$ cat src/logic/rvIsaPkg.sv
package rvIsaPkg;

    // Major opcodes handled by the decode stage
    typedef enum logic [6:0]
    {
        OP_LOAD   = 7'b0000011,
        OP_STORE  = 7'b0100011,
        OP_REG    = 7'b0110011,
        OP_IMM    = 7'b0010011,
        OP_BRANCH = 7'b1100011,
        OP_AUIPC  = 7'b0010111,
        OP_LUI    = 7'b0110111,
        OP_JALR   = 7'b1100111,
        OP_JAL    = 7'b1101111
    } opcodeT;

    // Arithmetic group, shared by the R and I forms
    localparam logic [2:0] F3_ADD  = 3'b000; // add, sub, addi
    localparam logic [2:0] F3_SLL  = 3'b001;
    localparam logic [2:0] F3_SLT  = 3'b010;
    localparam logic [2:0] F3_SLTU = 3'b011;
    localparam logic [2:0] F3_XOR  = 3'b100;
    localparam logic [2:0] F3_SR   = 3'b101; // srl or sra by funct7 bit 5
    localparam logic [2:0] F3_OR   = 3'b110;
    localparam logic [2:0] F3_AND  = 3'b111;

    // Branch group
    localparam logic [2:0] F3_BEQ  = 3'b000;
    localparam logic [2:0] F3_BNE  = 3'b001;
    localparam logic [2:0] F3_BLT  = 3'b100;
    localparam logic [2:0] F3_BGE  = 3'b101;
    localparam logic [2:0] F3_BLTU = 3'b110;
    localparam logic [2:0] F3_BGEU = 3'b111;

endpackage

$ cat src/logic/ctrlPkg.sv
package ctrlPkg;

    // Coarse operation class from the main decoder
    typedef enum logic [2:0]
    {
        ALUOP_ADD    = 3'b000, // Load/store address
        ALUOP_BRANCH = 3'b001, // Compare
        ALUOP_FUNCT  = 3'b010, // R and I arithmetic
        ALUOP_JALR   = 3'b011, // Jump target add
        ALUOP_UPPER  = 3'b100  // LUI, AUIPC, JAL
    } aluOpT;

    // Concrete ALU operation handed to execute
    typedef enum logic [3:0]
    {
        ALU_ADD   = 4'd0,
        ALU_SUB   = 4'd1,
        ALU_AND   = 4'd2,
        ALU_OR    = 4'd3,
        ALU_XOR   = 4'd4,
        ALU_SLT   = 4'd5,
        ALU_SLTU  = 4'd6,
        ALU_SLL   = 4'd7,
        ALU_SRL   = 4'd8,
        ALU_SRA   = 4'd9,
        ALU_PASSB = 4'd10
    } aluCtrlT;

    typedef enum logic [2:0]
    {
        IMM_I = 3'b000,
        IMM_S = 3'b001,
        IMM_B = 3'b010,
        IMM_U = 3'b011,
        IMM_J = 3'b100
    } immSrcT;

    // Write-back source select
    typedef enum logic [1:0]
    {
        RES_ALU   = 2'b00,
        RES_MEM   = 2'b01,
        RES_PCIMM = 2'b10,
        RES_PC4   = 2'b11
    } resultSrcT;

endpackage

$ cat src/logic/mainDecoder.sv
`timescale 1ns/1ps

module mainDecoder
(
    input  rvIsaPkg::opcodeT   op,

    output logic               regWrite,
    output ctrlPkg::immSrcT    immSrc,
    output logic               aluSrc,
    output logic               memWrite,
    output ctrlPkg::resultSrcT resultSrc,
    output logic               branch,
    output ctrlPkg::aluOpT     aluOp,
    output logic               jump,
    output logic               illegal
);
    import rvIsaPkg::*;
    import ctrlPkg::*;

    always_comb
    begin
        // Defaults are the bubble values
        regWrite  = 1'b0;
        immSrc    = IMM_I;
        aluSrc    = 1'b0;
        memWrite  = 1'b0;
        resultSrc = RES_ALU;
        branch    = 1'b0;
        aluOp     = ALUOP_ADD;
        jump      = 1'b0;
        illegal   = 1'b0;

        case (op)
            OP_LOAD:
            begin
                regWrite  = 1'b1;
                aluSrc    = 1'b1;
                resultSrc = RES_MEM;
            end
            OP_STORE:
            begin
                immSrc    = IMM_S;
                aluSrc    = 1'b1;
                memWrite  = 1'b1;
            end
            OP_REG:
            begin
                regWrite  = 1'b1;
                aluOp     = ALUOP_FUNCT;
            end
            OP_IMM:
            begin
                regWrite  = 1'b1;
                aluSrc    = 1'b1;
                aluOp     = ALUOP_FUNCT;
            end
            OP_BRANCH:
            begin
                immSrc    = IMM_B;
                branch    = 1'b1;
                aluOp     = ALUOP_BRANCH;
            end
            OP_AUIPC:
            begin
                regWrite  = 1'b1;
                immSrc    = IMM_U;
                aluSrc    = 1'b1;
                resultSrc = RES_PCIMM; // pc + imm
                aluOp     = ALUOP_UPPER;
            end
            OP_LUI:
            begin
                regWrite  = 1'b1;
                immSrc    = IMM_U;
                aluSrc    = 1'b1;
                aluOp     = ALUOP_UPPER;
            end
            OP_JALR:
            begin
                regWrite  = 1'b1;
                aluSrc    = 1'b1;
                resultSrc = RES_PC4; // Link address
                aluOp     = ALUOP_JALR;
                jump      = 1'b1;
            end
            OP_JAL:
            begin
                regWrite  = 1'b1;
                immSrc    = IMM_J;
                resultSrc = RES_PC4;
                aluOp     = ALUOP_UPPER;
                jump      = 1'b1;
            end
            default:
            begin
                illegal   = 1'b1; // Everything else stays zero
            end
        endcase
    end

    // Both jumps write the link register
    always_comb
    begin
        assert (!jump || regWrite)
        else $error("mainDecoder: jump without regWrite, op %b", op);
    end

endmodule

$ cat src/logic/aluDecoder.sv
`timescale 1ns/1ps

module aluDecoder
(
    input  ctrlPkg::aluOpT   aluOp,
    input  logic [2:0]       funct3,
    input  logic             funct7b5,
    input  logic             op5,

    output ctrlPkg::aluCtrlT aluControl
);
    import rvIsaPkg::*;
    import ctrlPkg::*;

    always_comb
    begin
        aluControl = ALU_ADD;

        case (aluOp)
            ALUOP_ADD,
            ALUOP_JALR:
            begin
                aluControl = ALU_ADD;
            end
            ALUOP_UPPER:
            begin
                aluControl = ALU_PASSB; // Immediate straight through
            end
            ALUOP_BRANCH:
            begin
                case (funct3)
                    F3_BEQ, F3_BNE:   aluControl = ALU_SUB;
                    F3_BLT, F3_BGE:   aluControl = ALU_SLT;
                    F3_BLTU, F3_BGEU: aluControl = ALU_SLTU;
                    default:          aluControl = ALU_SUB;
                endcase
            end
            ALUOP_FUNCT:
            begin
                case (funct3)
                    F3_ADD:
                    begin
                        // Only the R form has sub, addi keeps bit 30 as immediate
                        aluControl = (op5 && funct7b5) ? ALU_SUB : ALU_ADD;
                    end
                    F3_SR:
                    begin
                        aluControl = funct7b5 ? ALU_SRA : ALU_SRL;
                    end
                    F3_SLL:  aluControl = ALU_SLL;
                    F3_SLT:  aluControl = ALU_SLT;
                    F3_SLTU: aluControl = ALU_SLTU;
                    F3_XOR:  aluControl = ALU_XOR;
                    F3_OR:   aluControl = ALU_OR;
                    F3_AND:  aluControl = ALU_AND;
                    default: aluControl = ALU_ADD;
                endcase
            end
            default:
            begin
                aluControl = ALU_ADD;
            end
        endcase
    end

endmodule

$ cat src/logic/immExtend.sv
`timescale 1ns/1ps

module immExtend
#(
    parameter int XLEN = 32
)
(
    input  logic [31:0]     instr,
    input  ctrlPkg::immSrcT immSrc,

    output logic [XLEN-1:0] immExt
);
    import ctrlPkg::*;

    logic sign;

    assign sign = instr[31];

    always_comb
    begin
        case (immSrc)
            IMM_I:
                immExt = {{(XLEN-12){sign}}, instr[31:20]};
            IMM_S:
                immExt = {{(XLEN-12){sign}}, instr[31:25], instr[11:7]};
            IMM_B:
                // Bit 12 comes from the sign run
                immExt = {{(XLEN-12){sign}}, instr[7], instr[30:25], instr[11:8], 1'b0};
            IMM_U:
                immExt = {{(XLEN-31){sign}}, instr[30:12], 12'b0};
            IMM_J:
                immExt = {{(XLEN-20){sign}}, instr[19:12], instr[20], instr[30:21], 1'b0};
            default:
                immExt = '0;
        endcase
    end

endmodule

$ cat src/logic/decodeReg.sv
`timescale 1ns/1ps

module decodeReg
#(
    parameter int XLEN = 32
)
(
    input  logic               clk,
    input  logic               rstN,
    input  logic               stall,
    input  logic               flush,
    input  logic               instrValid,

    input  logic               regWriteD,
    input  logic               memWriteD,
    input  logic               aluSrcD,
    input  logic               branchD,
    input  logic               jumpD,
    input  logic               illegalD,
    input  ctrlPkg::resultSrcT resultSrcD,
    input  ctrlPkg::aluCtrlT   aluControlD,
    input  logic [XLEN-1:0]    immExtD,
    input  logic [4:0]         rs1D,
    input  logic [4:0]         rs2D,
    input  logic [4:0]         rdD,

    output logic               decValid,
    output logic               regWriteE,
    output logic               memWriteE,
    output logic               aluSrcE,
    output logic               branchE,
    output logic               jumpE,
    output logic               illegalE,
    output ctrlPkg::resultSrcT resultSrcE,
    output ctrlPkg::aluCtrlT   aluControlE,
    output logic [XLEN-1:0]    immExtE,
    output logic [4:0]         rs1E,
    output logic [4:0]         rs2E,
    output logic [4:0]         rdE
);
    import ctrlPkg::*;

    logic loadEn;
    logic bubble;

    assign loadEn = flush || !stall;      // Flush wins over stall
    assign bubble = flush || !instrValid;

    always_ff @(posedge clk or negedge rstN)
    begin
        if (!rstN)
        begin
            decValid    <= 1'b0;
            regWriteE   <= 1'b0;
            memWriteE   <= 1'b0;
            aluSrcE     <= 1'b0;
            branchE     <= 1'b0;
            jumpE       <= 1'b0;
            illegalE    <= 1'b0;
            resultSrcE  <= RES_ALU;
            aluControlE <= ALU_ADD;
            immExtE     <= '0;
            rs1E        <= '0;
            rs2E        <= '0;
            rdE         <= '0;
        end
        else if (loadEn)
        begin
            decValid    <= !bubble;
            regWriteE   <= regWriteD && !bubble;
            memWriteE   <= memWriteD && !bubble;
            aluSrcE     <= aluSrcD && !bubble;
            branchE     <= branchD && !bubble;
            jumpE       <= jumpD && !bubble;
            illegalE    <= illegalD && !bubble;
            resultSrcE  <= bubble ? RES_ALU : resultSrcD;
            aluControlE <= bubble ? ALU_ADD : aluControlD;
            immExtE     <= bubble ? '0 : immExtD;
            rs1E        <= bubble ? '0 : rs1D;
            rs2E        <= bubble ? '0 : rs2D;
            rdE         <= bubble ? '0 : rdD;
        end
    end

    // A bubble never carries a side effect
    assert property (@(posedge clk) disable iff (!rstN)
        !decValid |-> !(regWriteE || memWriteE || branchE || jumpE))
    else $error("decodeReg: side-effect control set in a bubble");

    assert property (@(posedge clk) disable iff (!rstN)
        (stall && !flush) |=> $stable(decValid))
    else $error("decodeReg: decValid changed during stall");

endmodule

$ cat src/logic/decodeStage.sv
`timescale 1ns/1ps

module decodeStage
#(
    parameter int XLEN = 32
)
(
    input  logic               clk,
    input  logic               rstN,
    input  logic               instrValid,
    input  logic [31:0]        instr,
    input  logic               stall,
    input  logic               flush,

    output logic               decValid,
    output logic               regWrite,
    output logic               memWrite,
    output logic               aluSrc,
    output logic               branch,
    output logic               jump,
    output logic               illegal,
    output ctrlPkg::resultSrcT resultSrc,
    output ctrlPkg::aluCtrlT   aluControl,
    output logic [XLEN-1:0]    immExt,
    output logic [4:0]         rs1,
    output logic [4:0]         rs2,
    output logic [4:0]         rd
);
    import rvIsaPkg::*;
    import ctrlPkg::*;

    opcodeT          opcode;
    logic            regWriteD;
    immSrcT          immSrcD;
    logic            aluSrcD;
    logic            memWriteD;
    resultSrcT       resultSrcD;
    logic            branchD;
    aluOpT           aluOpD;
    logic            jumpD;
    logic            illegalD;
    aluCtrlT         aluControlD;
    logic [XLEN-1:0] immExtD;

    assign opcode = opcodeT'(instr[6:0]); // Unknown codes fall to the default arm

    mainDecoder uMainDec
    (
        .op        (opcode),
        .regWrite  (regWriteD),
        .immSrc    (immSrcD),
        .aluSrc    (aluSrcD),
        .memWrite  (memWriteD),
        .resultSrc (resultSrcD),
        .branch    (branchD),
        .aluOp     (aluOpD),
        .jump      (jumpD),
        .illegal   (illegalD)
    );

    aluDecoder uAluDec
    (
        .aluOp      (aluOpD),
        .funct3     (instr[14:12]),
        .funct7b5   (instr[30]),
        .op5        (instr[5]),
        .aluControl (aluControlD)
    );

    immExtend #(.XLEN(XLEN)) uImmExt
    (
        .instr  (instr),
        .immSrc (immSrcD),
        .immExt (immExtD)
    );

    decodeReg #(.XLEN(XLEN)) uDecReg
    (
        .clk         (clk),
        .rstN        (rstN),
        .stall       (stall),
        .flush       (flush),
        .instrValid  (instrValid),
        .regWriteD   (regWriteD),
        .memWriteD   (memWriteD),
        .aluSrcD     (aluSrcD),
        .branchD     (branchD),
        .jumpD       (jumpD),
        .illegalD    (illegalD),
        .resultSrcD  (resultSrcD),
        .aluControlD (aluControlD),
        .immExtD     (immExtD),
        .rs1D        (instr[19:15]),
        .rs2D        (instr[24:20]),
        .rdD         (instr[11:7]),
        .decValid    (decValid),
        .regWriteE   (regWrite),
        .memWriteE   (memWrite),
        .aluSrcE     (aluSrc),
        .branchE     (branch),
        .jumpE       (jump),
        .illegalE    (illegal),
        .resultSrcE  (resultSrc),
        .aluControlE (aluControl),
        .immExtE     (immExt),
        .rs1E        (rs1),
        .rs2E        (rs2),
        .rdE         (rd)
    );

endmodule

$ cat config.mk
export PLATFORM = sky130hd
export DESIGN_NAME = decodeStage
export DESIGN_NICKNAME = d
export VERILOG_FILES = /design/src/logic/rvIsaPkg.sv /design/src/logic/ctrlPkg.sv /design/src/logic/mainDecoder.sv /design/src/logic/aluDecoder.sv /design/src/logic/immExtend.sv /design/src/logic/decodeReg.sv /design/src/logic/decodeStage.sv
export SDC_FILE = /design/constraint.sdc
export NUM_CORES = 1
export LEC_CHECK = 0
export BUFFER_PORTS_ARGS = -buffer_cell sky130_fd_sc_hd__buf_2
export CAP_MARGIN = 10
export CORE_MARGIN = 2
export CORE_UTILIZATION = 44
export CTS_CLUSTER_DIAMETER = 200
export DETAILED_ROUTE_END_ITERATION = 16
export PLACE_DENSITY = 0.75
export SLEW_MARGIN = 10
export SYNTH_ARGS = -nofsm -noshare
export SYNTH_HDL_FRONTEND = slang
export SYNTH_SLANG_ARGS = --single-unit
$ cat constraint.sdc
create_clock -name clk -period 0.8 [get_ports clk]
set_input_delay 0.16 -clock clk [delete_from_list [all_inputs] [get_ports clk]]
set_output_delay 0.16 -clock clk [all_outputs]
set_load 0.05 [all_outputs]
==> metrics.md, run 1 <==
| Metric | Value |
|---|---|
| Final core utilization | `86.0%` |
| Vias | `2867` |
| Vias in the first global route | `2827` |
| Clock Power Share | `a little under two fifths` |
| Placed inst area | `3680 µm²` |
| Max clock buf depth | `2` |
| Fill cells | `about 300` |
| Synth top area share | `a little under three fifths` |
| Avg WL per Cell | `19.5 µm` |
| Slew HR | `77.9%` |
| P per Cell Area | `1570 nW/µm²` |
| F_max | `853 MHz` |
| Min Tclk post-route | `1.17 ns` |
| Initial DRC Count | `186` |
| Pint | `5.62 mW` |
| Clock Sink Count | `60` |
| Main synth FF type | `dfrtp_1` |
| CTS root buf | `clkbuf_8` |
| CTS Buf Count | `9` |
| Antenna cells | `0` |
| Ys async rst share | `100%` |
| Hold path start | `instr[18]` |
| Cell area after synthesis | `2630 µm²` |
| Setup Skew | `0 ns` |
| Cell row count | `28` |
| Met3 Use GR | `around 5.4%` |
| Core Box Area | `5850 µm²` |
| Port bufs | `96` |
| Cells after Synth | `246` |
| Syn avg cell area | `10.7 µm²` |
| Unrepaired setup endpoints after global routing | `yes` |
| Psw | `2.29 mW` |
| Footprint of the multi-input gates | `1360 µm²` |
| Outcome | `finished with violations` |
| First-pass GRT wire length | `between 10 and 15 mm` |
| HP Class | `in2reg` |
| Drt drc | `0` |
| Critical-path maximum fanout | `4` |
| Vias per std cell | `5.59` |
| Most frequent cells in the layout | `84 x buf_6, 71 x buf_4, 44 x dfrtp_1` |
| CP startpoint | `instr[2]` |
| Initial antenna violation count | `0` |
| Worst reg2reg startpoint | `uDecReg.immExtE[1]` |
| Failing checks | `negative setup slack` |
| Met1 GRT Util | `between 30% and 40%` |
| Pin count of the biggest net entering global routing | `61` |
| Post-route antenna net violation count | `0` |
| Die height | `81.3 µm` |
| Worst Path Arrival | `1.40 ns` |
| Final Setup Violations | `114` |
| Delay-heaviest family, CP | `simple AND/OR/NAND/NOR gates` |
| Final hold slack | `0.0658 ns` |
| Worst-skew pair later-pin latency | `0.34 ns` |
| Clk slew on worst S/H paths | `0.07 ns` |
| Proportion of layout cells with a drive suffix above 1 | `between 60% and 70%` |
| EDFF count, synth | `0` |
| Grt ovf | `0` |
| Slew @ Worst Pin | `0.332 ns` |
| Slew Viols, Final | `0` |
| Sw Ratio | `approximately 29%` |
| Post-Syn Nets | `283` |
| Max cap viols | `0` |
| Initial core utilization | `44.9%` |
| Yosys warns | `0` |
| Seq pwr share | `40.7%` |
| Area contributors post-synth | `dfrtp_1 57%, a22o_1 6.7%, nand2_1 6.0%` |
| Buffers & Inverters on Critical Path | `1` |
| Die width | `between 80 and 90 µm` |
| Final #Nets | `470` |
| Initial DRT Pass Iterations | `4` |
| Final Hold Vio Count | `0` |
| Maximum vdd drop | `around 1.1 mV` |
| GRT Util Overall | `28.1%` |
| CP Capture Type | `flip-flop` |
| Post-DP HPWL | `5.43 mm` |
| Layout area overhead | `91.4%` |
| H-tree depth | `3` |
| RePlAce Congestion | `0.872` |
| Kind of critical path | `in2reg` |
| IO Pins | `97` |
| Final setup margin | `-0.373 ns` |
| Most common cell after layout, fill and taps aside | `buf_6` |
| Total Die Area | `6610 µm²` |
| Drt total wl | `9.99 mm` |
| Yosys cell types | `43` |
| TritonCTS clock tree | `done` |
| Worst setup SP type | `input pin` |
| Leak pwr | `between 2 and 2.5 nW` |
| Grt met2 use | `between 40% and 50%` |
| Crit-path slowest cell | `or3b_4` |
| Busiest layer in global routing | `met2` |
| Max stage delay on crit path | `0.42 ns` |
| Logic pwr share | `21.2%` |
| Sequential fraction of the synthesis area | `57.1%` |
| Post-route cell area | `5030 µm²` |
| Register area | `1520 µm²` |
| #FFs+latches synth | `60` |
| Period utilization | `147%` |
| Worst Path Required | `1.03 ns` |
| Critical Path, Cell by Cell | `buf_6, nand4bb_4, or3b_4, nor3b_4, a221o_1` |
| Setup TNS Final | `-25.82 ns` |
| Synth area leader | `dfrtp_1` |
==> registers in the layout, indices dropped and copies added, names as in the netlist, 2 cells and up <==
signal               count
uDecReg.rs2E             5
uDecReg.rs1E             5
uDecReg.resultSrcE       2
uDecReg.immExtE         32
uDecReg.aluControlE      4
uDecReg.rdE              5
==> power by group through the flow <==
| stage | clock network, mW | registers, mW | logic [mW] |
|---|---|---|---|
| global route | 3.18 | 3.22 | 1.76 |
| global placement | 0 | 3.24 | 1.19 |
| detailed placement | 0 | 3.25 | 1.22 |
| CTS | 2.99 | 3.21 | 1.53 |
| floorplan | 0 | 3.60 | 0.344 |
| finish | 3.02 | 3.22 | 1.68 |
==> cell type report <==
cell class	count	share of cell area (%)
repair buffers	197	36.6
flip-flops and latches	60	30.2
multi-input cells	162	26.9
clock buffers	11	2.61
well taps	75	1.86
clock inverters	5	1.54
inverters	3	0.224
==> Yosys cell counts, drive strengths merged (2+ instances only) <==
| library cell | n |
|---|---|
| a22o | 20 |
| clkbuf | 14 |
| buf | 7 |
| o31ai | 4 |
| nor3 | 2 |
| a21oi | 14 |
| o21ai | 17 |
| a32oi | 9 |
| nor4 | 2 |
| nor2b | 2 |
| or3b | 2 |
| dfrtp | 60 |
| nand3 | 3 |
| and2 | 5 |
| nand2 | 42 |
| nor3b | 2 |
| nor2 | 10 |
| inv | 3 |
| a221o | 7 |
| a21o | 2 |
==> cell families (layout without fill, tap and decap cells) <==
| logic type | Yosys count | in the layout | synth area share [%] |
|---|---|---|---|
| buf+inv | 24 | 216 | 3.90 |
| simple gates | 79 | 79 | 15.9 |
| xor+xnor | 1 | 1 | 0.333 |
| compound gates | 81 | 81 | 22.4 |
| flops | 60 | 60 | 57.1 |
| mux | 1 | 1 | 0.381 |
==> layer usage <==
metal  vias to the layer above  share of wire (%)  wire (µm)
met5                         -                  0          0
met4                         0                2.8        277
met3                        29                5.4        535
met2                       124                 52       5220
met1                      1431                 40       3960
li1                       1283                  -          -
==> per-stage QoR <==
stage	total power, mW	setup slack [ns]	instances
after floorplan	3.94	-0.764	246
after global placement	4.44	-0.738	451
after detailed placement	4.46	-0.773	451
after CTS	7.73	-0.364	492
after global routing	8.16	-0.384	513
final	7.91	-0.373	513
==> path summary, 6_finish.rpt <==
kind / to / slack (ns) / cells after the start
worst max-delay path: uDecReg.immExtE[1] / -0.37 / 5
worst min-delay path: uDecReg.rs1E[3] / 0.07 / 2
worst max register to register: uDecReg.immExtE[1] / -0.23 / 3
worst min register to register: uDecReg.aluControlE[2] / 0.50 / 2
max in group asynchronous: uDecReg.rdE[1] / 0.16 / 3
min in group asynchronous: uDecReg.immExtE[9] / 0.34 / 3
==> what timing repair did <==
item | in CTS | in global routing
cloned | 2 | 0
endpoints found under the setup margin | 112 | 104
setup buffers | 25 | 26
hold buffers | 1 | 0
resized for setup | 192 | 36
hold endpoints to repair | 60 | 0
pin swaps | 21 | 26
No activity file was read; power rests on OpenSTA's default activity.
==> run 2, diff against run 1 <==
--- a/config.mk
+++ b/config.mk
@@ -7,6 +7,7 @@
 export LEC_CHECK = 0
 export BUFFER_PORTS_ARGS = -buffer_cell sky130_fd_sc_hd__buf_2
 export CAP_MARGIN = 10
+export CORE_ASPECT_RATIO = 0.75
 export CORE_MARGIN = 2
 export CORE_UTILIZATION = 44
 export CTS_CLUSTER_DIAMETER = 200
==> run 2 against run 1 <==
The run still ends with negative setup slack left. Count of clock-buffer cells in the layout up 3. Hold slack better by 0.0060 ns. Flip-flop and latch count is the same. Setup slack got worse by 0.020 ns. Highest routed layer unchanged.
==> metrics.md, run 2 (same netlist as run 1, synthesis figures left out) <==
| Metric | Value |
|---|---|
| Outcome | `finished with violations (unchanged)` |
| Failing checks | `negative setup slack (unchanged)` |
| Max clock buf depth | `2 (unchanged)` |
| Critical-path maximum fanout | `4 (unchanged)` |
| Slew Viols, Final | `0 (unchanged)` |
| Die height | `70.9 µm (was 81.3 µm)` |
| Period utilization | `149% (was 147%)` |
| Post-route antenna net violation count | `0 (unchanged)` |
| Setup Skew | `0 ns (unchanged)` |
| Most frequent cells in the layout | `83 x buf_6, 71 x buf_4, 44 x dfrtp_1 (was 84 x buf_6, 71 x buf_4, 44 x dfrtp_1)` |
| Antenna cells | `0 (unchanged)` |
| Drt drc | `0 (unchanged)` |
| Placed inst area | `3700 µm² (was 3680 µm²)` |
| Die width | `93.3 µm (was 81.3 µm)` |
| Leak pwr | `2.52 nW (was 2.46 nW)` |
| Final Setup Violations | `119 (was 114)` |
| Slew @ Worst Pin | `0.373 ns (was 0.332 ns)` |
| Kind of critical path | `in2reg (unchanged)` |
| Initial DRC Count | `138 (was 186)` |
| Final setup margin | `-0.393 ns (was -0.373 ns)` |
| Port bufs | `96 (unchanged)` |
| Most common cell after layout, fill and taps aside | `buf_6 (unchanged)` |
| Slew HR | `75.0% (was 77.9%)` |
| Pin count of the biggest net entering global routing | `61 (unchanged)` |
| CTS root buf | `clkbuf_8 (unchanged)` |
| Initial antenna violation count | `0 (unchanged)` |
| P per Cell Area | `1490 nW/µm² (was 1570 nW/µm²)` |
| Clk slew on worst S/H paths | `0.06 ns (was 0.07 ns)` |
| H-tree depth | `3 (unchanged)` |
| Max cap viols | `0 (unchanged)` |
| HP Class | `in2reg (unchanged)` |
| Final core utilization | `89.2% (was 86.0%)` |
| GRT Util Overall | `28.9% (was 28.1%)` |
| Vias in the first global route | `2995 (was 2827)` |
| Vias per std cell | `5.77 (was 5.59)` |
| CP Capture Type | `flip-flop (unchanged)` |
| Unrepaired setup endpoints after global routing | `yes (unchanged)` |
| Cell row count | `24 (was 28)` |
| Clock Sink Count | `60 (unchanged)` |
| Avg WL per Cell | `20.9 µm (was 19.5 µm)` |
| Worst-skew pair later-pin latency | `0.34 ns (about the same)` |
| Worst setup SP type | `input pin (unchanged)` |
| TritonCTS clock tree | `done (unchanged)` |
| Initial DRT Pass Iterations | `4 (unchanged)` |
| Proportion of layout cells with a drive suffix above 1 | `65.1% (was 64.2%)` |
| Worst Path Arrival | `1.41 ns (was 1.40 ns)` |
| R2R setup slack | `-0.24 ns (was -0.23 ns)` |
| CTS Buf Count | `9 (unchanged)` |
| Initial core utilization | `45.4% (was 44.9%)` |
| Layout area overhead | `96.6% (was 91.4%)` |
| Total Die Area | `6620 µm² (was 6610 µm²)` |
| Post-DP HPWL | `5.17 mm (was 5.43 mm)` |
| Final Hold Vio Count | `0 (unchanged)` |
| Final #Nets | `476 (was 470)` |
| Vias | `3012 (was 2867)` |
| RePlAce Congestion | `0.865 (was 0.872)` |
| Min Tclk post-route | `1.19 ns (was 1.17 ns)` |
| Grt ovf | `0 (unchanged)` |
| First-pass GRT wire length | `14.6 mm (was 14.0 mm)` |
| Post-route cell area | `5170 µm² (was 5030 µm²)` |
| Worst Path Required | `1.02 ns (was 1.03 ns)` |
| Fill cells | `244 (was 294)` |
| F_max | `838 MHz (was 853 MHz)` |
| IO Pins | `97 (unchanged)` |
| Final hold slack | `0.0718 ns (was 0.0658 ns)` |
| Maximum vdd drop | `1.26 mV (was 1.09 mV)` |
| Max reg flops | `32 (unchanged)` |
| Drt total wl | `10.9 mm (was 9.99 mm)` |
| Core Box Area | `5800 µm² (was 5850 µm²)` |
| Reg with most FFs | `uDecReg.immExtE (unchanged)` |
-- run 2: worst max-delay path, stage by stage --
cell       delay (ns)
buf_6            0.10
nand4bb_4        0.21
or3b_4           0.43
nor3b_4          0.19
a221o_1          0.32
-- run 2: worst paths after layout --
kind	startpoint	end	cells past startpoint
min in group asynchronous	rstN	uDecReg.decValid	3
max in group asynchronous	rstN	uDecReg.regWriteE	3
min	instr[19]	uDecReg.rs1E[4]	2
min reg2reg	uDecReg.rs2E[0]	uDecReg.rs2E[0]	2
max reg2reg	uDecReg.immExtE[2]	uDecReg.immExtE[2]	3
max	instr[2]	uDecReg.immExtE[1]	5
-- run 2: layer usage --
| metal | vias to the layer above | track usage, % | wire, µm |
|---|---|---|---|
| met5 | - | 0 | 0 |
| met3 | 28 | 9.37 | 887 |
| met1 | 1523 | 35.3 | 4070 |
| met2 | 171 | 48.8 | 5700 |
| met4 | 0 | 9.64 | 284 |
| li1 | 1290 | - | - |
-- run 2: what timing repair did --
action / CTS / global route
pin swaps: 31 / 39
resized for setup: 178 / 52
cloned: 1 / 1
hold endpoints to repair: 60 / 0
endpoints found under the setup margin: 111 / 107
setup buffers: 31 / 29
hold buffers: 1 / 0
-- run 2: cell type report --
| class | instances | area (µm²) | share of cell area (%) |
|---|---|---|---|
| Clock buffer | 14 | 153 | 2.95 |
| Clock inverter | 2 | 35.0 | 0.678 |
| Inverter | 3 | 11.3 | 0.218 |
| Multi-Input combinational cell | 162 | 1380 | 26.7 |
| Sequential cell | 60 | 1520 | 29.4 |
| Tap cell | 78 | 97.6 | 1.89 |
| Timing Repair Buffer | 203 | 1970 | 38.1 |
-- run 2: stage by stage --
step / std cells / setup TNS, ns / power, mW / setup WS (ns)
floorplan: 246 / -19.53 / 3.94 / -0.764
finish: 522 / -26.86 / 7.70 / -0.393
global placement: 450 / -32.42 / 4.44 / -0.740
detailed placement: 450 / -33.29 / 4.46 / -0.768
CTS: 499 / -23.65 / 7.48 / -0.351
global route: 522 / -29.60 / 7.95 / -0.406
-- run 2: where the power goes --
group	switching [mW]	leakage (nW)	total [mW]	internal, mW
registers	0.0849	0.796	3.22	3.14
logic	0.977	1.63	1.76	0.780
clock network	1.19	0.0947	2.72	1.53
total	2.26	2.52	7.70	5.44
